**config.mk**
```make
export PLATFORM = sky130hd
export DESIGN_NAME = FrontEnd
export DESIGN_NICKNAME = d
export VERILOG_FILES = /design/src/hdl/CpuPkg.sv /design/src/hdl/PredictTable.sv /design/src/hdl/BranchPredictor.sv /design/src/hdl/FetchUnit.sv /design/src/hdl/IfIdReg.sv /design/src/hdl/BranchResolver.sv /design/src/hdl/ControlUnit.sv /design/src/hdl/FrontEnd.sv
export SDC_FILE = /design/constraint.sdc
export NUM_CORES = 1
export LEC_CHECK = 0
export BUFFER_PORTS_ARGS = -buffer_cell sky130_fd_sc_hd__buf_2
export CORE_MARGIN = 2
export CORE_UTILIZATION = 55
export DETAILED_ROUTE_END_ITERATION = 8
export GPL_TIMING_DRIVEN = 0
export PLACE_DENSITY = 0.77
export SYNTH_ARGS = -nofsm -noshare
export SYNTH_HDL_FRONTEND = slang
export SYNTH_SLANG_ARGS = --single-unit
```
**constraint.sdc**
```tcl
create_clock -name clk -period 6.3 [get_ports clk]
set_input_delay 0.945 -clock clk [delete_from_list [all_inputs] [get_ports clk]]
set_output_delay 0.945 -clock clk [all_outputs]
set_load 0.02 [all_outputs]
```
**src/hdl/CpuPkg.sv**
```systemverilog
`default_nettype none

package CpuPkg;

    //////////////////////////////////////////////////////////////////////
    // Widths and instruction fields
    //////////////////////////////////////////////////////////////////////
    localparam int DATA_W   = 16;                    // Instruction and address width
    localparam int OPCODE_W = 4;                     // Opcode in instr[15:12]
    localparam int CC_W     = 3;                     // Condition code in instr[11:9]
    localparam int IMM_W    = 9;                     // Branch offset in instr[8:0], in halfwords

    localparam logic [DATA_W-1:0] RESET_PC = '0;     // First fetch address
    localparam logic [DATA_W-1:0] PC_STEP  = 16'd2;  // Byte addressed, 2-byte instructions

    //////////////////////////////////////////////////////////////////////
    // Opcodes
    //////////////////////////////////////////////////////////////////////
    localparam logic [OPCODE_W-1:0] OP_ADD    = 4'd0;
    localparam logic [OPCODE_W-1:0] OP_SUB    = 4'd1;
    localparam logic [OPCODE_W-1:0] OP_XOR    = 4'd2;
    localparam logic [OPCODE_W-1:0] OP_RED    = 4'd3;   // Reduction add
    localparam logic [OPCODE_W-1:0] OP_SLL    = 4'd4;
    localparam logic [OPCODE_W-1:0] OP_SRA    = 4'd5;
    localparam logic [OPCODE_W-1:0] OP_ROR    = 4'd6;
    localparam logic [OPCODE_W-1:0] OP_PADDSB = 4'd7;   // Parallel saturating byte add
    localparam logic [OPCODE_W-1:0] OP_LW     = 4'd8;
    localparam logic [OPCODE_W-1:0] OP_SW     = 4'd9;
    localparam logic [OPCODE_W-1:0] OP_LLB    = 4'd10;
    localparam logic [OPCODE_W-1:0] OP_LHB    = 4'd11;
    localparam logic [OPCODE_W-1:0] OP_B      = 4'd12;  // PC relative branch
    localparam logic [OPCODE_W-1:0] OP_BR     = 4'd13;  // Register branch
    localparam logic [OPCODE_W-1:0] OP_PCS    = 4'd14;
    localparam logic [OPCODE_W-1:0] OP_HLT    = 4'd15;

    //////////////////////////////////////////////////////////////////////
    // Branch condition codes
    //////////////////////////////////////////////////////////////////////
    localparam logic [CC_W-1:0] CC_NE     = 3'd0;       // Z == 0
    localparam logic [CC_W-1:0] CC_EQ     = 3'd1;       // Z == 1
    localparam logic [CC_W-1:0] CC_GT     = 3'd2;       // Z == 0 and N == 0
    localparam logic [CC_W-1:0] CC_LT     = 3'd3;       // N == 1
    localparam logic [CC_W-1:0] CC_GE     = 3'd4;       // Z == 1 or N == 0
    localparam logic [CC_W-1:0] CC_LE     = 3'd5;       // Z == 1 or N == 1
    localparam logic [CC_W-1:0] CC_OV     = 3'd6;       // V == 1
    localparam logic [CC_W-1:0] CC_UNCOND = 3'd7;

    //////////////////////////////////////////////////////////////////////
    // Predictor geometry
    //////////////////////////////////////////////////////////////////////
    localparam int PRED_ENTRIES = 8;                 // Direct mapped on PC[3:1]
    localparam int PRED_IDX_W   = 3;
    localparam int CTR_W        = 2;                 // Saturating counter, MSB is the guess

    localparam logic [CTR_W-1:0] CTR_RESET = 2'd1;   // Weakly not taken

endpackage

`default_nettype wire

```
**src/hdl/PredictTable.sv**
```systemverilog
`timescale 1ns/10ps
`default_nettype none

module PredictTable #(
    parameter type   entryT     = logic [CpuPkg::DATA_W-1:0],
    parameter entryT resetValue = '0
) (
    input  logic                          clk,
    input  logic                          rstN,
    input  logic [CpuPkg::PRED_IDX_W-1:0] rdIdx,
    input  logic                          wrEn,
    input  logic [CpuPkg::PRED_IDX_W-1:0] wrIdx,
    input  entryT                         wrData,
    output entryT                         rdData
);

    entryT entries [CpuPkg::PRED_ENTRIES];

    assign rdData = entries[rdIdx];               // Same cycle write is not seen here

    always_ff @(posedge clk) begin
        if (!rstN) begin
            for (int i = 0; i < CpuPkg::PRED_ENTRIES; i++) begin
                entries[i] <= resetValue;         // Table starts from a known guess
            end
        end else if (wrEn) begin
            entries[wrIdx] <= wrData;
        end
    end

endmodule

`default_nettype wire

```
**src/hdl/BranchPredictor.sv**
```systemverilog
`timescale 1ns/10ps
`default_nettype none

module BranchPredictor (
    input  logic                      clk,
    input  logic                      rstN,
    input  logic [CpuPkg::DATA_W-1:0] fetchPc,      // Lookup address
    input  logic [CpuPkg::DATA_W-1:0] updPc,        // Address of the branch in decode
    input  logic                      wenBht,
    input  logic                      wenBtb,
    input  logic                      actualTaken,
    input  logic [CpuPkg::DATA_W-1:0] actualNext,
    output logic                      predTaken,
    output logic [CpuPkg::DATA_W-1:0] predTarget
);

    logic [CpuPkg::PRED_IDX_W-1:0] fetchIdx;
    logic [CpuPkg::PRED_IDX_W-1:0] updIdx;
    logic [CpuPkg::CTR_W-1:0]      ctrRd;          // Counter at fetch
    logic [CpuPkg::CTR_W-1:0]      ctrDec;         // Counter of the branch in decode
    logic [CpuPkg::CTR_W-1:0]      ctrNext;        // Writeback value

    assign fetchIdx = fetchPc[CpuPkg::PRED_IDX_W:1];
    assign updIdx   = updPc[CpuPkg::PRED_IDX_W:1];

    PredictTable #(
        .entryT     (logic [CpuPkg::CTR_W-1:0]),
        .resetValue (CpuPkg::CTR_RESET)
    ) bht_i (
        .clk    (clk),
        .rstN   (rstN),
        .rdIdx  (fetchIdx),
        .wrEn   (wenBht),
        .wrIdx  (updIdx),
        .wrData (ctrNext),
        .rdData (ctrRd)
    );

    PredictTable #(
        .entryT     (logic [CpuPkg::DATA_W-1:0]),
        .resetValue ('0)
    ) btb_i (
        .clk    (clk),
        .rstN   (rstN),
        .rdIdx  (fetchIdx),
        .wrEn   (wenBtb),
        .wrIdx  (updIdx),
        .wrData (actualNext),
        .rdData (predTarget)
    );

    assign predTaken = ctrRd[CpuPkg::CTR_W-1];    // Upper half of the range means taken

    // Table has one read port, so the counter rides along with the fetch
    always_ff @(posedge clk) begin
        if (wenBht && (updIdx == fetchIdx)) begin
            ctrDec <= ctrNext;                    // Forward the write landing this edge
        end else begin
            ctrDec <= ctrRd;
        end
    end

    always_comb begin
        ctrNext = ctrDec;                         // Hold at either end
        if (actualTaken) begin
            if (ctrDec != '1) ctrNext = ctrDec + CpuPkg::CTR_W'(1);
        end else begin
            if (ctrDec != '0) ctrNext = ctrDec - CpuPkg::CTR_W'(1);
        end
    end

endmodule

`default_nettype wire

```
**src/hdl/FetchUnit.sv**
```systemverilog
`timescale 1ns/10ps
`default_nettype none

module FetchUnit (
    input  logic                      clk,
    input  logic                      rstN,
    input  logic                      halt,         // Freeze on HLT
    input  logic                      updatePc,     // Decode found a wrong path
    input  logic [CpuPkg::DATA_W-1:0] redirectPc,
    input  logic                      predTaken,
    input  logic [CpuPkg::DATA_W-1:0] predTarget,
    output logic [CpuPkg::DATA_W-1:0] pc,           // Instruction memory address
    output logic [CpuPkg::DATA_W-1:0] predNext      // Guessed successor of pc
);

    //////////////////////////////////////////////////////////////////////
    // Next fetch address
    //////////////////////////////////////////////////////////////////////
    assign predNext = predTaken ? predTarget : pc + CpuPkg::PC_STEP;

    always_ff @(posedge clk) begin
        if (!rstN) begin
            pc <= CpuPkg::RESET_PC;
        end else if (updatePc) begin
            pc <= redirectPc;                     // Correction wins over everything
        end else if (!halt) begin
            pc <= predNext;
        end
    end

endmodule

`default_nettype wire

```
**src/hdl/IfIdReg.sv**
```systemverilog
`timescale 1ns/10ps
`default_nettype none

module IfIdReg (
    input  logic                      clk,
    input  logic                      rstN,
    input  logic                      flush,        // Drop the wrong path fetch
    input  logic                      hold,         // Keep the current entry
    input  logic [CpuPkg::DATA_W-1:0] instrIn,
    input  logic [CpuPkg::DATA_W-1:0] pcIn,
    input  logic                      predTakenIn,
    input  logic [CpuPkg::DATA_W-1:0] predNextIn,
    output logic [CpuPkg::DATA_W-1:0] instrOut,
    output logic [CpuPkg::DATA_W-1:0] pcOut,
    output logic                      predTakenOut,
    output logic [CpuPkg::DATA_W-1:0] predNextOut,
    output logic                      valid
);

    always_ff @(posedge clk) begin
        if (!rstN) begin
            valid <= 1'b0;
        end else if (flush) begin
            valid <= 1'b0;                        // Bubble after a redirect
        end else if (!hold) begin
            valid <= 1'b1;
        end
    end

    // Fields are only meaningful while valid is set
    always_ff @(posedge clk) begin
        if (flush || !hold) begin
            instrOut     <= instrIn;
            pcOut        <= pcIn;
            predTakenOut <= predTakenIn;
            predNextOut  <= predNextIn;
        end
    end

endmodule

`default_nettype wire

```
**src/hdl/BranchResolver.sv**
```systemverilog
`timescale 1ns/10ps
`default_nettype none

module BranchResolver (
    input  logic [CpuPkg::DATA_W-1:0] instr,        // Instruction in decode
    input  logic [CpuPkg::DATA_W-1:0] pc,           // Its address
    input  logic                      zFlag,
    input  logic                      nFlag,
    input  logic                      vFlag,
    input  logic [CpuPkg::DATA_W-1:0] brReg,        // Register target for BR
    output logic                      actualTaken,
    output logic [CpuPkg::DATA_W-1:0] actualNext
);

    logic [CpuPkg::OPCODE_W-1:0] opcode;
    logic [CpuPkg::CC_W-1:0]     cc;
    logic [CpuPkg::IMM_W-1:0]    imm;
    logic                        isBranch;
    logic                        condMet;
    logic [CpuPkg::DATA_W-1:0]   pcPlus2;
    logic [CpuPkg::DATA_W-1:0]   immOffset;        // Byte offset from halfword imm
    logic [CpuPkg::DATA_W-1:0]   takenTarget;

    assign opcode   = instr[CpuPkg::DATA_W-1 -: CpuPkg::OPCODE_W];
    assign cc       = instr[CpuPkg::IMM_W +: CpuPkg::CC_W];
    assign imm      = instr[CpuPkg::IMM_W-1:0];
    assign isBranch = (opcode == CpuPkg::OP_B) || (opcode == CpuPkg::OP_BR);

    always_comb begin
        case (cc)
            CpuPkg::CC_NE:     condMet = !zFlag;
            CpuPkg::CC_EQ:     condMet = zFlag;
            CpuPkg::CC_GT:     condMet = !zFlag && !nFlag;
            CpuPkg::CC_LT:     condMet = nFlag;
            CpuPkg::CC_GE:     condMet = zFlag || !nFlag;
            CpuPkg::CC_LE:     condMet = zFlag || nFlag;
            CpuPkg::CC_OV:     condMet = vFlag;
            CpuPkg::CC_UNCOND: condMet = 1'b1;
        endcase
    end

    assign pcPlus2   = pc + CpuPkg::PC_STEP;
    assign immOffset = {{(CpuPkg::DATA_W-CpuPkg::IMM_W-1){imm[CpuPkg::IMM_W-1]}}, imm, 1'b0};
    // B is relative to the next instruction, BR jumps to the register
    assign takenTarget = (opcode == CpuPkg::OP_BR) ? brReg : pcPlus2 + immOffset;

    assign actualTaken = isBranch && condMet;      // Non-branches never redirect
    assign actualNext  = actualTaken ? takenTarget : pcPlus2;

endmodule

`default_nettype wire

```
**src/hdl/ControlUnit.sv**
```systemverilog
`timescale 1ns/10ps
`default_nettype none

module ControlUnit (
    input  logic                        valid,        // Decode slot holds a live instruction
    input  logic [CpuPkg::OPCODE_W-1:0] opcode,
    input  logic                        actualTaken,  // Resolved direction
    input  logic                        predTaken,    // Direction guessed at fetch
    input  logic [CpuPkg::DATA_W-1:0]   predNext,     // Address fetched after this one
    input  logic [CpuPkg::DATA_W-1:0]   actualNext,   // Address that should follow

    output logic                        branch,
    output logic                        wenBtb,       // Train target buffer
    output logic                        wenBht,       // Train history counter
    output logic                        updatePc,     // Redirect fetch and flush IF/ID

    output logic [CpuPkg::OPCODE_W-1:0] aluOp,
    output logic                        aluSrc,       // Immediate operand
    output logic                        regSrc,       // Read port 1 takes rd
    output logic                        zEn,
    output logic                        nvEn,

    output logic                        memEnable,
    output logic                        memWrite,

    output logic                        regWrite,
    output logic                        memToReg,
    output logic                        hlt,
    output logic                        pcs
);

    logic mispredicted;                               // Direction guess was wrong
    logic nextMiss;                                   // Wrong path is in fetch
    logic targetMiss;                                 // Taken as guessed, stale BTB target

    assign mispredicted = predTaken ^ actualTaken;
    assign nextMiss     = predNext != actualNext;
    assign targetMiss   = predTaken && actualTaken && nextMiss;

    //////////////////////////////////////////////////////////////////////
    // Opcode decode, all zero on a bubble
    //////////////////////////////////////////////////////////////////////
    always_comb begin
        branch    = 1'b0;
        wenBtb    = 1'b0;
        wenBht    = 1'b0;
        updatePc  = 1'b0;
        aluOp     = '0;
        aluSrc    = 1'b0;
        regSrc    = 1'b0;
        zEn       = 1'b0;
        nvEn      = 1'b0;
        memEnable = 1'b0;
        memWrite  = 1'b0;
        regWrite  = 1'b0;
        memToReg  = 1'b0;
        hlt       = 1'b0;
        pcs       = 1'b0;

        if (valid) begin
            aluOp    = opcode;                        // ALU sees the raw opcode
            regWrite = 1'b1;                          // Most opcodes write back
            case (opcode)
                CpuPkg::OP_ADD, CpuPkg::OP_SUB: begin
                    zEn  = 1'b1;
                    nvEn = 1'b1;                      // Arithmetic sets all flags
                end
                CpuPkg::OP_XOR: begin
                    zEn = 1'b1;
                end
                CpuPkg::OP_SLL, CpuPkg::OP_SRA, CpuPkg::OP_ROR: begin
                    aluSrc = 1'b1;                    // Shift amount from imm
                    zEn    = 1'b1;
                end
                CpuPkg::OP_RED, CpuPkg::OP_PADDSB: begin
                    // Byte arithmetic leaves the flags alone
                end
                CpuPkg::OP_LW: begin
                    aluSrc    = 1'b1;                 // Base plus offset
                    memToReg  = 1'b1;
                    memEnable = 1'b1;
                end
                CpuPkg::OP_SW: begin
                    aluSrc    = 1'b1;
                    regWrite  = 1'b0;
                    memEnable = 1'b1;
                    memToReg  = 1'b1;                 // Unused, no writeback
                    memWrite  = 1'b1;
                end
                CpuPkg::OP_LLB, CpuPkg::OP_LHB: begin
                    aluSrc = 1'b1;
                    regSrc = 1'b1;                    // rd is also a source
                end
                CpuPkg::OP_B, CpuPkg::OP_BR: begin
                    branch = 1'b1;
                    wenBht = 1'b1;                    // Every resolved branch trains
                    // Direction miss only costs a redirect when the two paths differ
                    updatePc = (mispredicted && nextMiss) || targetMiss;
                    wenBtb   = (mispredicted && actualTaken && nextMiss) || targetMiss;
                end
                CpuPkg::OP_PCS: begin
                    pcs = 1'b1;
                end
                CpuPkg::OP_HLT: begin
                    hlt      = 1'b1;
                    regWrite = 1'b0;
                end
            endcase
        end
    end

endmodule

`default_nettype wire

```
**src/hdl/FrontEnd.sv**
```systemverilog
`timescale 1ns/10ps
`default_nettype none

module FrontEnd (
    input  logic                        clk,
    input  logic                        rstN,
    input  logic [CpuPkg::DATA_W-1:0]   instr,        // Combinational memory read data
    input  logic                        zFlag,
    input  logic                        nFlag,
    input  logic                        vFlag,
    input  logic [CpuPkg::DATA_W-1:0]   brReg,

    output logic [CpuPkg::DATA_W-1:0]   imemAddr,
    output logic [CpuPkg::DATA_W-1:0]   idPc,
    output logic                        idValid,
    output logic                        branch,
    output logic                        wenBtb,
    output logic                        wenBht,
    output logic                        updatePc,
    output logic [CpuPkg::OPCODE_W-1:0] aluOp,
    output logic                        aluSrc,
    output logic                        regSrc,
    output logic                        zEn,
    output logic                        nvEn,
    output logic                        memEnable,
    output logic                        memWrite,
    output logic                        regWrite,
    output logic                        memToReg,
    output logic                        hlt,
    output logic                        pcs
);

    logic                      predTaken;
    logic [CpuPkg::DATA_W-1:0] predTarget;
    logic [CpuPkg::DATA_W-1:0] predNext;
    logic [CpuPkg::DATA_W-1:0] idInstr;
    logic                      idPredTaken;
    logic [CpuPkg::DATA_W-1:0] idPredNext;
    logic                      actualTaken;
    logic [CpuPkg::DATA_W-1:0] actualNext;

    //////////////////////////////////////////////////////////////////////
    // Fetch
    //////////////////////////////////////////////////////////////////////
    FetchUnit FetchUnit_i (
        .clk        (clk),
        .rstN       (rstN),
        .halt       (hlt),
        .updatePc   (updatePc),
        .redirectPc (actualNext),
        .predTaken  (predTaken),
        .predTarget (predTarget),
        .pc         (imemAddr),
        .predNext   (predNext)
    );

    BranchPredictor BranchPredictor_i (
        .clk         (clk),
        .rstN        (rstN),
        .fetchPc     (imemAddr),
        .updPc       (idPc),                      // Trained from decode
        .wenBht      (wenBht),
        .wenBtb      (wenBtb),
        .actualTaken (actualTaken),
        .actualNext  (actualNext),
        .predTaken   (predTaken),
        .predTarget  (predTarget)
    );

    IfIdReg IfIdReg_i (
        .clk          (clk),
        .rstN         (rstN),
        .flush        (updatePc),
        .hold         (hlt),
        .instrIn      (instr),
        .pcIn         (imemAddr),
        .predTakenIn  (predTaken),
        .predNextIn   (predNext),
        .instrOut     (idInstr),
        .pcOut        (idPc),
        .predTakenOut (idPredTaken),
        .predNextOut  (idPredNext),
        .valid        (idValid)
    );

    //////////////////////////////////////////////////////////////////////
    // Decode
    //////////////////////////////////////////////////////////////////////
    BranchResolver BranchResolver_i (
        .instr       (idInstr),
        .pc          (idPc),
        .zFlag       (zFlag),
        .nFlag       (nFlag),
        .vFlag       (vFlag),
        .brReg       (brReg),
        .actualTaken (actualTaken),
        .actualNext  (actualNext)
    );

    ControlUnit ControlUnit_i (
        .valid       (idValid),
        .opcode      (idInstr[CpuPkg::DATA_W-1 -: CpuPkg::OPCODE_W]),
        .actualTaken (actualTaken),
        .predTaken   (idPredTaken),
        .predNext    (idPredNext),
        .actualNext  (actualNext),
        .branch      (branch),
        .wenBtb      (wenBtb),
        .wenBht      (wenBht),
        .updatePc    (updatePc),
        .aluOp       (aluOp),
        .aluSrc      (aluSrc),
        .regSrc      (regSrc),
        .zEn         (zEn),
        .nvEn        (nvEn),
        .memEnable   (memEnable),
        .memWrite    (memWrite),
        .regWrite    (regWrite),
        .memToReg    (memToReg),
        .hlt         (hlt),
        .pcs         (pcs)
    );

endmodule

`default_nettype wire

```
# --- Word level (Yosys, flattened, before mapping) ---
# Memory sizes are Yosys's and may differ from the RTL's. A register that Yosys moved wholly into a read port is not among the register bits.
# Index checks and enable logic that the tools add are counted.
# Widths: inputs -> output; s select.
totals:
  ram_bits: 144
  word_cells: 122
  mem_count: 2
  ff_bits: 68
op_classes:
  muxes: 52
  reduce_logical: 30
  add_sub_neg: 5
  eq_ne: 24
  bitwise: 2
mem_list:
  columns: ["memory", "words", "word_bits", "read_ports", "rd_ports_with_merged_regs", "write_ports", "line", "text"]
  rows:
  - ["BranchPredictor_i.btb_i.entries", 8, 16, 1, 1, 8, "PredictTable.sv:17", "entryT entries [CpuPkg::PRED_ENTRIES];"]
  - ["BranchPredictor_i.bht_i.entries", 8, 2, 1, 1, 8, "PredictTable.sv:17", null]
op_table:
  columns: ["op", "count"]
  rows:
  - ["$mux 16", 6]
  - ["$mux 1", 33]
  - ["$add 16x2->16 const B", 2]
  - ["$eq 4x4->1 const B", 8]
  - ["$mux 3", 6]
  - ["$add 16x16->16", 1]
  - ["$ne 16x16->1", 1]
  - ["$reduce_or 16->1", 1]
  - ["$reduce_or 2->1", 7]
  - ["$eq 3x3->1 const B", 4]
  - ["$eq 4x3->1 const B", 3]
  - ["$mux 2", 5]
  - ["$logic_and 1x1->1", 8]
  - ["$pmux 1 s8", 1]
  - ["$reduce_or 7->1", 1]
  - ["$eq 3x2->1 const B", 2]
  - ["$logic_or 1x1->1", 6]
  - ["$reduce_or 6->1", 1]
  - ["$eq 4x1->1 const B", 1]
  - ["$eq 4x2->1 const B", 1]
  - ["$logic_not 4->1", 1]
  - ["$mux 4", 1]
  - ["$eq 3x1->1 const B", 1]
  - ["$eq 3x3->1", 1]
  - ["9 further kinds", 11]

# --- Longest topological paths before layout ---
# Gate-level depths: netlist (run 1).
logic_depth:
  word_depth: 15
  mapped_depth: 20
  depth_no_buf: 18

# --- Cells and area by module ---
# From an unflattened synthesis (run 1), not the netlist that was laid out.
unflattened:
  hier_cells: 948
  area_unflattened_um2: 11438.5
by_module_without_submodules:
  columns: ["mod", "area_each_um2", "cells_per_inst", "n_inst"]
  rows:
  - ["PredictTable (BranchPredictor_i.btb_i)", 5804.3, 373, 1]
  - ["IfIdReg", 1524.0, 53, 1]
  - ["BranchResolver", 1435.1, 220, 1]
  - ["FetchUnit", 1346.3, 176, 1]
  - ["PredictTable (BranchPredictor_i.bht_i)", 809.5, 61, 1]
  - ["ControlUnit", 399.1, 54, 1]
  - ["BranchPredictor", 120.1, 11, 1]

# --- Worst setup path before layout (run 1) ---
# Ideal clock, no wire load.
synth_timing:
  path_kind: "register to register"
  from: "reg IfIdReg_i.pcOut[1] (netlist name)"
  to: "mem BranchPredictor_i.btb_i.entries[0][0] (netlist name), enable pin"
  path_buffers: 3
  setup_ns: 0.436
  t_required_ns: 5.864
  path_slack_ns: 0.085
  stages_incl_launch_ff: 19
  period_less_slack_ns: 6.215
  arrival_time_ns: 5.780
  cell_sequence: "edfxtp_1 -> clkbuf_1 -> nand2_1 -> nor4_1 -> xnor2_1 -> inv_1 -> ha_1 -> nand2_1 -> o21ai_0 -> or4_1 -> nor3_1 -> nor4_1 -> a21oi_1 -> xnor2_1 -> nor4_4 -> a21o_1 -> buf_4 -> buf_2 -> o41ai_1"
synth_rtl:
  columns: ["element", "line", "text"]
  rows:
  - ["from (decl)", "IfIdReg.sv:14", "output logic [CpuPkg::DATA_W-1:0] pcOut,"]
  - ["from (signal assigned)", "IfIdReg.sv:34", "pcOut <= pcIn;"]
  - ["to (decl)", "PredictTable.sv:17", null]

# --- Final worst setup path (run 1) ---
layout_timing:
  from: "reg IfIdReg_i.pcOut[3] (netlist name)"
  to: "out wenBtb"
layout_via:
  elab_chain_len: 9
  elab_cells_between_ends: 10
  cone_classes: "add/sub: 2; eq/ne: 1; mux: 4; reduce/logical: 3"
layout_lines:
  columns: ["element", "line", "text"]
  rows:
  - ["$add 16x2->16 *", "BranchResolver.sv:42", "assign pcPlus2 = pc + CpuPkg::PC_STEP;"]
  - ["$add 16x16->16", "BranchResolver.sv:45", "assign takenTarget = (opcode == CpuPkg::OP_BR) ? brReg : pcPlus2 + immOffset;"]
  - ["$mux 16", "BranchResolver.sv:45", null]
  - ["$mux 16 *", "BranchResolver.sv:48", "assign actualNext = actualTaken ? takenTarget : pcPlus2;"]
  - ["$ne 16x16->1 *", "ControlUnit.sv:37", "assign nextMiss = predNext != actualNext;"]
  - ["$logic_and 1x1->1, on equally long branches", "ControlUnit.sv:99, ControlUnit.sv:38", null]
  - ["$logic_or 1x1->1 *", "ControlUnit.sv:99", "wenBtb = (mispredicted && actualTaken && nextMiss) || targetMiss;"]
  - ["$mux 1 *", "ControlUnit.sv:63", "case (opcode)"]
  - ["$mux 1 *", "ControlUnit.sv:60", "if (valid) begin"]
  - ["to (decl)", "FrontEnd.sv:17", "output logic wenBtb,"]
# Every way passes the cells marked *; elsewhere a longest branch is shown, timed or not.

==> impl_metrics.env, run 1 <==
export IMPL_cts_buffers=24
export IMPL_ys_flop_type="edfxtp_1"
export IMPL_yosysWarnings=0
export IMPL_tightest_slew_ns=1.082
export IMPL_synth_nets=1050
export IMPL_grt_pass1_vias=8813
export IMPL_tns_ns=0
export IMPL_grt_max_degree=34
export IMPL_ys_seq_area_frac=0.5478
export IMPL_crit_type="register to output pin"
export IMPL_worst_slack_ns=0.09985
export IMPL_vias_per_cell=6.474
export IMPL_grt_pass1_wl_mm=50.82
export IMPL_place_congestion=0.9214
export IMPL_synthArstFlopShare=0
export IMPL_min_period_over_period=0.9842
export IMPL_clockBufferDepth=3
export IMPL_p_leak_nw=5.053
export IMPL_wl_per_cell_um=24.20
export IMPL_peakVddDrop_v=0.0002432
export IMPL_cp_data_required_time_ns=5.35
export IMPL_synthCells=992
export IMPL_power_frac_seq=0.358
export IMPL_overflow=0
export IMPL_syn_avg_cell_area_um2=11.48
export IMPL_vias=9109
export IMPL_p_sw_frac=0.3956
export IMPL_num_rows=52
export IMPL_drcViolationCount=0
export IMPL_crit_start="IfIdReg_i.pcOut[3]"
export IMPL_finalNonFillerCells=1407
export IMPL_fin_skew_ns=0.02024
export IMPL_startpoint_type="register"
export IMPL_cts_tree="built"
export IMPL_p_clk_frac=0.251
export IMPL_ys_types=73
export IMPL_synth_top_area_frac=0.5091
export IMPL_synth_cell_area_um2=11380
export IMPL_setup_violations=0
export IMPL_slew_limit_headroom=0.2646
export IMPL_gr_usage_all_layers=0.3107
export IMPL_power_internal_mw=3.277
export IMPL_p_per_area_nw_per_um2=409.5
export IMPL_cts_sinks=215
export IMPL_drt_pass1_iter_count=5
export IMPL_hp_class="register to register"
export IMPL_status="completed"
export IMPL_insertion_delay_ns=0.54
export IMPL_nNetsFinal=1179
export IMPL_yosysTopAreaCell="edfxtp_1"
export IMPL_portBuffers=87
export IMPL_finalPower_mw=5.422
export IMPL_dieHeight_um=147.9
export IMPL_finalWirelength_mm=34.04
export IMPL_h_tree_depth=1
export IMPL_core_um2=20300
export IMPL_crit_end="wenBtb"
export IMPL_arrival_ns=5.26
export IMPL_synth_edf_count=193
export IMPL_maxCapViolations=0
export IMPL_endpoint_kind="output pin"
export IMPL_slew_viol_final=0
export IMPL_r2r_slack_ns=0.67
export IMPL_synth_area_leaders="edfxtp_1 51%, mux4_2 7.1%, nor3_1 4.0%"
export IMPL_ant_nets=0
export IMPL_start_util=0.5608
export IMPL_dp_worst_setup_slack_ns=-0.2391
export IMPL_fin_crit_ns=6.200
export IMPL_drt_initial_drc_count=1034
export IMPL_antenna_found_initial=1
export IMPL_whs_ns=0.5273
export IMPL_ios=88
export IMPL_fmax_ghz=0.1613
export IMPL_power_frac_comb=0.390
export IMPL_layout_drive_gt1_share=0.2113
export IMPL_area_delta_synth_final_pct=16.32
export IMPL_clkTransAtPathRegs_ns=0.06
export IMPL_power_switching_mw=2.145
export IMPL_hpwl_mm=24.18
export IMPL_cp_max_fo=10
export IMPL_yosys_cell_count_top_type="edfxtp_1"
export IMPL_hold_viol=0
export IMPL_dpl_cell_count=1357
export IMPL_synth_top_cells_by_count="193 x edfxtp_1, 103 x nor2_1, 91 x nor3_1"
export IMPL_die_area_um2=21860
export IMPL_reg2reg_to="BranchPredictor_i.btb_i.entries[0][1]"
export IMPL_worstReg2RegStart="IfIdReg_i.pcOut[4]"
export IMPL_ys_seq_elements=215
export IMPL_clockRootBuffer="clkbuf_16"
export IMPL_die_x_um=147.9
export IMPL_reg2reg_depth=20
-- kinds of logic (layout without fill, tap and decap cells) --
group / count (synthesis) / count (layout) / synth area share
compound gates: 152 / 152 / 0.09255
xor+xnor: 43 / 43 / 0.03308
fa+ha+maj: 21 / 21 / 0.02374
buf+inv: 103 / 247 / 0.03836
flops: 215 / 215 / 0.5478
mux: 64 / 64 / 0.09837
other cells: 0 / 1 / 0
simple gates: 394 / 394 / 0.1661
-- power groups by stage --
stage	logic [mW]	registers [mW]	clock network, mW
after floorplan	1.23	1.99	0
after global placement	1.93	1.96	0
after detailed placement	1.98	1.97	0
after CTS	2.01	1.94	1.37
after global routing	2.23	1.96	1.42
final	2.12	1.94	1.36
-- routing by layer --
metal  share of wire  wire length, µm  GRT usage
met5               0                0          0
met4           0.068             2329     0.1800
met3           0.094             3199    0.04969
met2            0.48            16190     0.5067
met1            0.36            12320     0.3974
-- registers in the layout, summed over array words and instances, names as in the netlist, named ones only --
register,flops
IfIdReg_i.pcOut,16
IfIdReg_i.predNextOut,16
BranchPredictor_i.ctrDec,2
BranchPredictor_i.btb_i.entries,128
BranchPredictor_i.bht_i.entries,16
IfIdReg_i.predTakenOut,1
IfIdReg_i.instrOut,16
IfIdReg_i.valid,1
FetchUnit_i.pc,16
-- stage by stage --
step | utilization | cell area (µm²)
floorplan | - | 11380
global placement | 0.5989 | 12160
detailed placement | 0.6064 | 12310
CTS | 0.6462 | 13120
global route | 0.6522 | 13240
finish | 0.6523 | 13240
-- area by class of cell --
type / count / area (µm²)
buffer: 61 / 296.5
antenna: 1 / 2.502
clock buffer: 30 / 623.1
timing repair buffer: 104 / 590.6
clock inverter: 11 / 130.1
sequential: 215 / 6236
inverter: 41 / 153.9
multi-input combinational: 674 / 4871
fill: 1588 / 7058
tap: 270 / 337.8
-- cell usage in the layout (no fill, tap or decap), types with 22 or more instances in the layout --
cell and n:
edfxtp_1 193, nor2_1 103, buf_2 99, nor3_1 91, nand2_1 89, inv_1 39, nand3_1 38, clkbuf_1 37
mux4_2 36, o21ai_0 29, clkbuf_16 24, xor2_1 23, dfxtp_1 22, a21oi_1 22
-- worst min path at each step --
stage / start / endpoint / depth (start not counted)
finish: FetchUnit_i.pc[15] / IfIdReg_i.pcOut[15] / 0
global route: FetchUnit_i.pc[15] / IfIdReg_i.pcOut[15] / 0
CTS: FetchUnit_i.pc[15] / IfIdReg_i.pcOut[15] / 0
detailed placement: FetchUnit_i.pc[15] / IfIdReg_i.pcOut[15] / 0
global placement: FetchUnit_i.pc[15] / IfIdReg_i.pcOut[15] / 0
floorplan: FetchUnit_i.pc[0] / IfIdReg_i.pcOut[0] / 0
-- timing repair --
| action | 4_1_cts | 5_1_grt |
|---|---|---|
| hold buffers | 0 | 0 |
| buffers inserted | 1 | 8 |
| setup endpoints to repair | 61 | 2 |
| pin swaps | 0 | 4 |
| resized for setup | 11 | 15 |
-- critical path: stages, from the launching register on --
cell	delay [ns]
edfxtp_1	0.50
buf_6	0.19
and3_2	0.27
nand3_1	0.15
xor2_2	0.27
inv_1	0.08
ha_1	0.39
o211a_1	0.21
o31ai_1	0.11
and3_1	0.20
a211oi_4	0.30
a21oi_1	0.11
or4_1	0.48
or4_4	0.55
nor4_4	0.25
a21o_1	0.18
buf_4	0.19
inv_2	0.12
buf_2	0.18
Note: power is estimated with default switching activity, not from simulation.
==> run 2, diff against run 1 <==
--- a/config.mk
+++ b/config.mk
@@ -6,10 +6,12 @@
 export NUM_CORES = 1
 export LEC_CHECK = 0
 export BUFFER_PORTS_ARGS = -buffer_cell sky130_fd_sc_hd__buf_2
+export CORE_ASPECT_RATIO = 0.9
 export CORE_MARGIN = 2
 export CORE_UTILIZATION = 55
 export DETAILED_ROUTE_END_ITERATION = 8
 export GPL_TIMING_DRIVEN = 0
+export HOLD_SLACK_MARGIN = 0.06
 export PLACE_DENSITY = 0.77
 export SYNTH_ARGS = -nofsm -noshare
 export SYNTH_HDL_FRONTEND = slang
==> run 2 against run 1 <==
  * Utilization rose by 0.063 points
  * Non-clock buffer count fell by 1
  * Power fell by 1.9%
  * Wire length fell by 0.40%
  * Die area barely moved
  * Flip-flop and latch count did not move
  * Hold slack improved by 0.0075 ns
  * First-iteration DRC count rose by 17%
  * Sequential power barely moved
  * Clock power barely moved
  * Global-route usage fell by 0.12 points
  * Cell count fell by 1.1%
  * Critical endpoint unchanged
==> impl_metrics.env, run 2 (synthesized netlist as in run 1, its figures left out) <==
export IMPL_endpoint_kind="output pin"
export IMPL_p_per_area_nw_per_um2=403.9
export IMPL_num_rows=49
export IMPL_power_switching_mw=2.061
export IMPL_ant_nets=0
export IMPL_power_internal_mw=3.258
export IMPL_clockRootBuffer="clkbuf_16"
export IMPL_insertion_delay_ns=0.53
export IMPL_whs_ns=0.5348
export IMPL_finalWirelength_mm=33.91
export IMPL_setup_violations=0
export IMPL_die_area_um2=21870
export IMPL_overflow=0
export IMPL_ios=88
export IMPL_multi_input_area_um2=4843
export IMPL_p_clk_frac=0.255
export IMPL_cp_max_fo=10
export IMPL_grt_pass1_wl_mm=50.82
export IMPL_fmax_ghz=0.1631
export IMPL_antenna_found_initial=0
export IMPL_grt_pass1_vias=8798
export IMPL_hold_viol=0
export IMPL_start_util=0.5644
export IMPL_gr_usage_all_layers=0.3096
export IMPL_vias_per_cell=6.531
export IMPL_drt_pass1_iter_count=8
export IMPL_p_leak_nw=5.042
export IMPL_finalPower_mw=5.319
export IMPL_dieHeight_um=140.5
export IMPL_drcViolationCount=0
export IMPL_die_x_um=155.6
export IMPL_layout_drive_gt1_share=0.2042
export IMPL_cts_buffers=23
export IMPL_seqCellArea_um2=6236
export IMPL_hp_class="register to register"
export IMPL_cts_tree="built"
export IMPL_wl_per_cell_um=24.38
export IMPL_status="completed"
export IMPL_area_delta_synth_final_pct=15.70
export IMPL_startpoint_type="register"
export IMPL_slew_limit_headroom=0.09735
export IMPL_core_um2=20170
export IMPL_place_congestion=0.9349
export IMPL_p_sw_frac=0.3875
export IMPL_fin_crit_ns=6.133
export IMPL_diodes=0
export IMPL_min_period_over_period=0.9735
export IMPL_clkTransAtPathRegs_ns=0.06
export IMPL_arrival_ns=5.19
export IMPL_peakVddDrop_v=0.0002533
export IMPL_hpwl_mm=24.12
export IMPL_tightest_slew_ns=1.340
export IMPL_nNetsFinal=1177
export IMPL_grt_max_degree=34
export IMPL_cp_data_required_time_ns=5.35
export IMPL_maxCapViolations=0
export IMPL_top_register="BranchPredictor_i.btb_i.entries"
export IMPL_portBuffers=87
export IMPL_clockBufferDepth=3
export IMPL_crit_type="register to output pin"
export IMPL_h_tree_depth=1
export IMPL_n_fill_cell=1517
export IMPL_power_frac_seq=0.363
export IMPL_largest_reg_flops=128
export IMPL_power_frac_comb=0.382
export IMPL_final_common_cell="edfxtp_1"
export IMPL_slew_viol_final=0
export IMPL_drt_initial_drc_count=1214
export IMPL_cts_sinks=215
export IMPL_fin_skew_ns=0.02301
export IMPL_vias=9084
export IMPL_most_common_layout_cells="193 x edfxtp_1, 103 x nor2_1, 100 x buf_2"
[run 2: cell types whose count changed in the layout (fill, tap and decap cells not counted), sizes merged]
cell / before / now
buf: 131 / 129
clkbuf: 64 / 69
clkinv: 8 / 4
diode: 1 / 0
inv: 41 / 42
[run 2: power by group through the flow]
stage | Combinational [mW] | Clock (mW) | Sequential, mW
final | 2.03 | 1.36 | 1.93
after global routing | 2.16 | 1.41 | 1.95
after CTS | 1.94 | 1.35 | 1.93
after detailed placement | 1.90 | 0 | 1.96
after global placement | 1.86 | 0 | 1.96
after floorplan | 1.23 | 0 | 1.99
[run 2: routing by layer]
metal / up-vias / share of wire / global-route usage
met5: - / 0 / 0
met4: 0 / 0.037 / 0.1019
met3: 97 / 0.12 / 0.07797
met2: 596 / 0.45 / 0.4700
met1: 4413 / 0.39 / 0.4405
li1: 3978 / - / -
[run 2: worst paths after layout]
kind | endpoint | slack, ns | start | cells past startpoint
worst max register to register | BranchPredictor_i.btb_i.entries[4][11] | 0.72 | IfIdReg_i.pcOut[1] | 18
worst min-delay path | IfIdReg_i.pcOut[15] | 0.53 | FetchUnit_i.pc[15] | 0
worst min register to register | IfIdReg_i.pcOut[15] | 0.53 | FetchUnit_i.pc[15] | 0
worst max-delay path | wenBtb | 0.17 | IfIdReg_i.pcOut[2] | 17
[run 2: stage by stage]
step                cells    util  cell area (µm²)    TNS, ns  worst slack, ns
floorplan             992       -            11380          0          0.08479
global placement     1334  0.6018            12140    -183.79           -1.951
detailed placement   1342  0.6094            12290     -8.702          -0.4254
CTS                  1384  0.6489            13090          0          0.05164
global route         1391  0.6529            13170  -0.005486        -0.005486
finish               1391  0.6529            13170          0           0.1671
[run 2: what timing repair did]
action                     4_1_cts  5_1_grt
setup buffers                    0        8
setup endpoints to repair       87        2
hold buffers                     0        0
resized for setup               12        9
pin swaps                        0        3
[run 2: cell type report]
type / instances / area share
Buffer: 61 / 0.02176
Clock buffer: 34 / 0.04836
Clock inverter: 8 / 0.007885
Inverter: 41 / 0.01169
Multi-Input combinational cell: 674 / 0.3678
Sequential cell: 215 / 0.4735
Tap cell: 255 / 0.02423
Timing Repair Buffer: 103 / 0.04484
[run 2: worst max-delay path: stages (launching register included)]
cell      delay (ns)
edfxtp_1        0.51
ha_2            0.35
nand3_1         0.11
xor2_1          0.26
inv_1           0.09
ha_1            0.43
o211a_1         0.22
o31ai_1         0.13
and3_1          0.18
a211oi_2        0.31
a21oi_1         0.11
or4_1           0.48
or4_4           0.55
nor4_4          0.24
a21o_1          0.18
buf_4           0.21
inv_2           0.11
buf_2           0.17
==> run 3, diff against run 2 <==
--- a/config.mk
+++ b/config.mk
@@ -8,11 +8,11 @@
 export BUFFER_PORTS_ARGS = -buffer_cell sky130_fd_sc_hd__buf_2
 export CORE_ASPECT_RATIO = 0.9
 export CORE_MARGIN = 2
-export CORE_UTILIZATION = 55
+export CORE_UTILIZATION = 65
 export DETAILED_ROUTE_END_ITERATION = 8
 export GPL_TIMING_DRIVEN = 0
 export HOLD_SLACK_MARGIN = 0.06
-export PLACE_DENSITY = 0.77
+export PLACE_DENSITY = 0.85
 export SYNTH_ARGS = -nofsm -noshare
 export SYNTH_HDL_FRONTEND = slang
 export SYNTH_SLANG_ARGS = --single-unit
==> constraint.sdc (replaced) <==
create_clock -name clk -period 7.9 [get_ports clk]
set_input_delay 1.185 -clock clk [delete_from_list [all_inputs] [get_ports clk]]
set_output_delay 1.185 -clock clk [all_outputs]
set_load 0.02 [all_outputs]
==> run 3 against run 2 <==
  * Count of clock-buffer cells in the layout down 4
  * Die area down 15%
  * Clock skew down 0.0025 ns
  * Non-clock buffer count down 10
  * Hold slack better by 0.010 ns
  * Sequential power down 20%
  * Cell count down 2.3%
  * First-iteration DRC count up 9.2%
  * Sequential share of layout area up 0.98 points
  * Flip-flop and latch count unchanged
  * Global-route usage up 5.3 points
==> impl_metrics.env, run 3 (synthesized netlist as in run 1, its figures left out) <==
export IMPL_status="completed"
export IMPL_tightest_slew_ns=1.365
export IMPL_die_area_um2=18590
export IMPL_n_fill_cell=1120
export IMPL_clkTransAtPathRegs_ns=0.06
export IMPL_cts_tree="built"
export IMPL_cts_sinks=215
export IMPL_cts_buffers=23
export IMPL_finalPower_mw=4.123
export IMPL_arrival_ns=6.40
export IMPL_fin_crit_ns=7.581
export IMPL_drcViolationCount=0
export IMPL_dpl_cell_count=1319
export IMPL_vias=9245
export IMPL_setup_violations=0
export IMPL_diodes=0
export IMPL_p_per_area_nw_per_um2=319.5
export IMPL_fin_skew_ns=0.02046
export IMPL_portBuffers=87
export IMPL_cp_data_required_time_ns=6.71
export IMPL_slew_limit_headroom=0.08050
export IMPL_grt_pass1_vias=8763
export IMPL_fmax_ghz=0.1319
export IMPL_overflow=0
export IMPL_peakVddDrop_v=0.0002620
export IMPL_finalNonFillerCells=1359
export IMPL_endpoint_kind="output pin"
export IMPL_utilization=0.7589
export IMPL_startpoint_type="register"
export IMPL_grt_pass1_wl_mm=49.83
export IMPL_ios=88
export IMPL_num_rows=45
export IMPL_dieHeight_um=129.5
export IMPL_h_tree_depth=1
export IMPL_crit_type="register to output pin"
export IMPL_clockRootBuffer="clkbuf_16"
export IMPL_final_common_cell="edfxtp_1"
export IMPL_die_x_um=143.5
export IMPL_ctsHoldBuffers=0
export IMPL_r2r_slack_ns=1.17
export IMPL_vias_per_cell=6.803
export IMPL_min_period_over_period=0.9597
export IMPL_hold_viol=0
export IMPL_hp_class="register to register"
export IMPL_wl_per_cell_um=24.44
export IMPL_grt_setup_unrepaired="false"
export IMPL_clockBufferDepth=3
export IMPL_cts_resized=0
export IMPL_nNetsFinal=1167
export IMPL_largest_reg_flops=128
export IMPL_slew_viol_final=0
export IMPL_post_cts_buffers=0
export IMPL_hpwl_mm=23.65
export IMPL_core_um2=17000
export IMPL_start_util=0.6695
export IMPL_gr_usage_all_layers=0.3624
export IMPL_finalWirelength_mm=33.22
export IMPL_place_congestion=0.9514
export IMPL_top_register="BranchPredictor_i.btb_i.entries"
export IMPL_area_delta_synth_final_pct=13.35
export IMPL_drt_initial_drc_count=1326
export IMPL_layout_drive_gt1_share=0.1859
export IMPL_insertion_delay_ns=0.53
export IMPL_drt_pass1_iter_count=5
export IMPL_grt_max_degree=37
export IMPL_p_leak_nw=4.918
export IMPL_most_common_layout_cells="193 x edfxtp_1, 103 x nor2_1, 99 x buf_2"
export IMPL_maxCapViolations=0
export IMPL_antenna_found_initial=0
export IMPL_ant_nets=0
export IMPL_cp_max_fo=10
## run 3: cell types whose count changed in the layout (fill, tap and decap cells not counted), sizes merged
cell,delta
clkbuf,-2
clkinv,+2
buf,-12
clkinvlp,+1
bufinv,-1
## run 3: final timing paths
path / depth (start not counted) / start / end
hold reg to reg: 0 / FetchUnit_i.pc[15] / IfIdReg_i.pcOut[15]
hold / removal: 0 / FetchUnit_i.pc[15] / IfIdReg_i.pcOut[15]
setup / recovery: 17 / IfIdReg_i.pcOut[1] / updatePc
setup reg to reg: 19 / IfIdReg_i.pcOut[1] / BranchPredictor_i.btb_i.entries[1][6]
## run 3: report_power, final
part / total, mW / internal (mW) / leakage, nW / switching (mW)
Clock: 1.02 / 0.569 / 0.327 / 0.448
Sequential: 1.55 / 1.40 / 2.19 / 0.155
Combinational: 1.55 / 0.541 / 2.40 / 1.01
Total: 4.12 / 2.51 / 4.92 / 1.61
## run 3: layout make-up
class,instances,area [µm²],area share
buffer,62,284.0,0.02201
clock inverter,10,80.08,0.006206
inverter,41,153.9,0.01193
tap,235,294.0,0.02279
timing repair buffer,92,485.5,0.03762
multi-input combinational,674,4768,0.3695
sequential,215,6236,0.4833
clock buffer,30,601.8,0.04664
## run 3: per-stage QoR
step,setup TNS [ns],hold slack [ns],setup WS (ns),area (µm²)
finish,0,0.5452,0.3187,12900
global route,0,0.5549,0.1624,12900
CTS,0,0.5390,0.5479,12900
detailed placement,0,0.5238,1.140,12220
global placement,-13.69,0.5228,-0.4378,12110
floorplan,0,0.5734,1.685,11380
## run 3: layer usage
metal | track usage | wire (µm) | part of all wire | vias to the layer above
li1 | - | - | - | 3951
met1 | 0.5154 | 12160 | 0.37 | 4384
met2 | 0.5611 | 15170 | 0.46 | 797
met3 | 0.07908 | 4714 | 0.14 | 113
met4 | 0.1286 | 1173 | 0.035 | 0
met5 | 0 | 0 | 0 | -
## run 3: critical path, stage by stage (launching register included)
cell and delay, ns:
edfxtp_1 0.47, clkbuf_1 0.45, nand2_1 0.32, nor4_1 0.54
xnor2_1 0.20, inv_1 0.07, ha_1 0.38, nand2_1 0.12
o21ai_0 0.13, or4_1 0.44, nor3_1 0.15, nor4_1 0.08
a21oi_1 0.86, xnor2_1 0.28, nor4_4 0.11, a21oi_2 0.44
clkbuf_1 0.55, buf_2 0.28
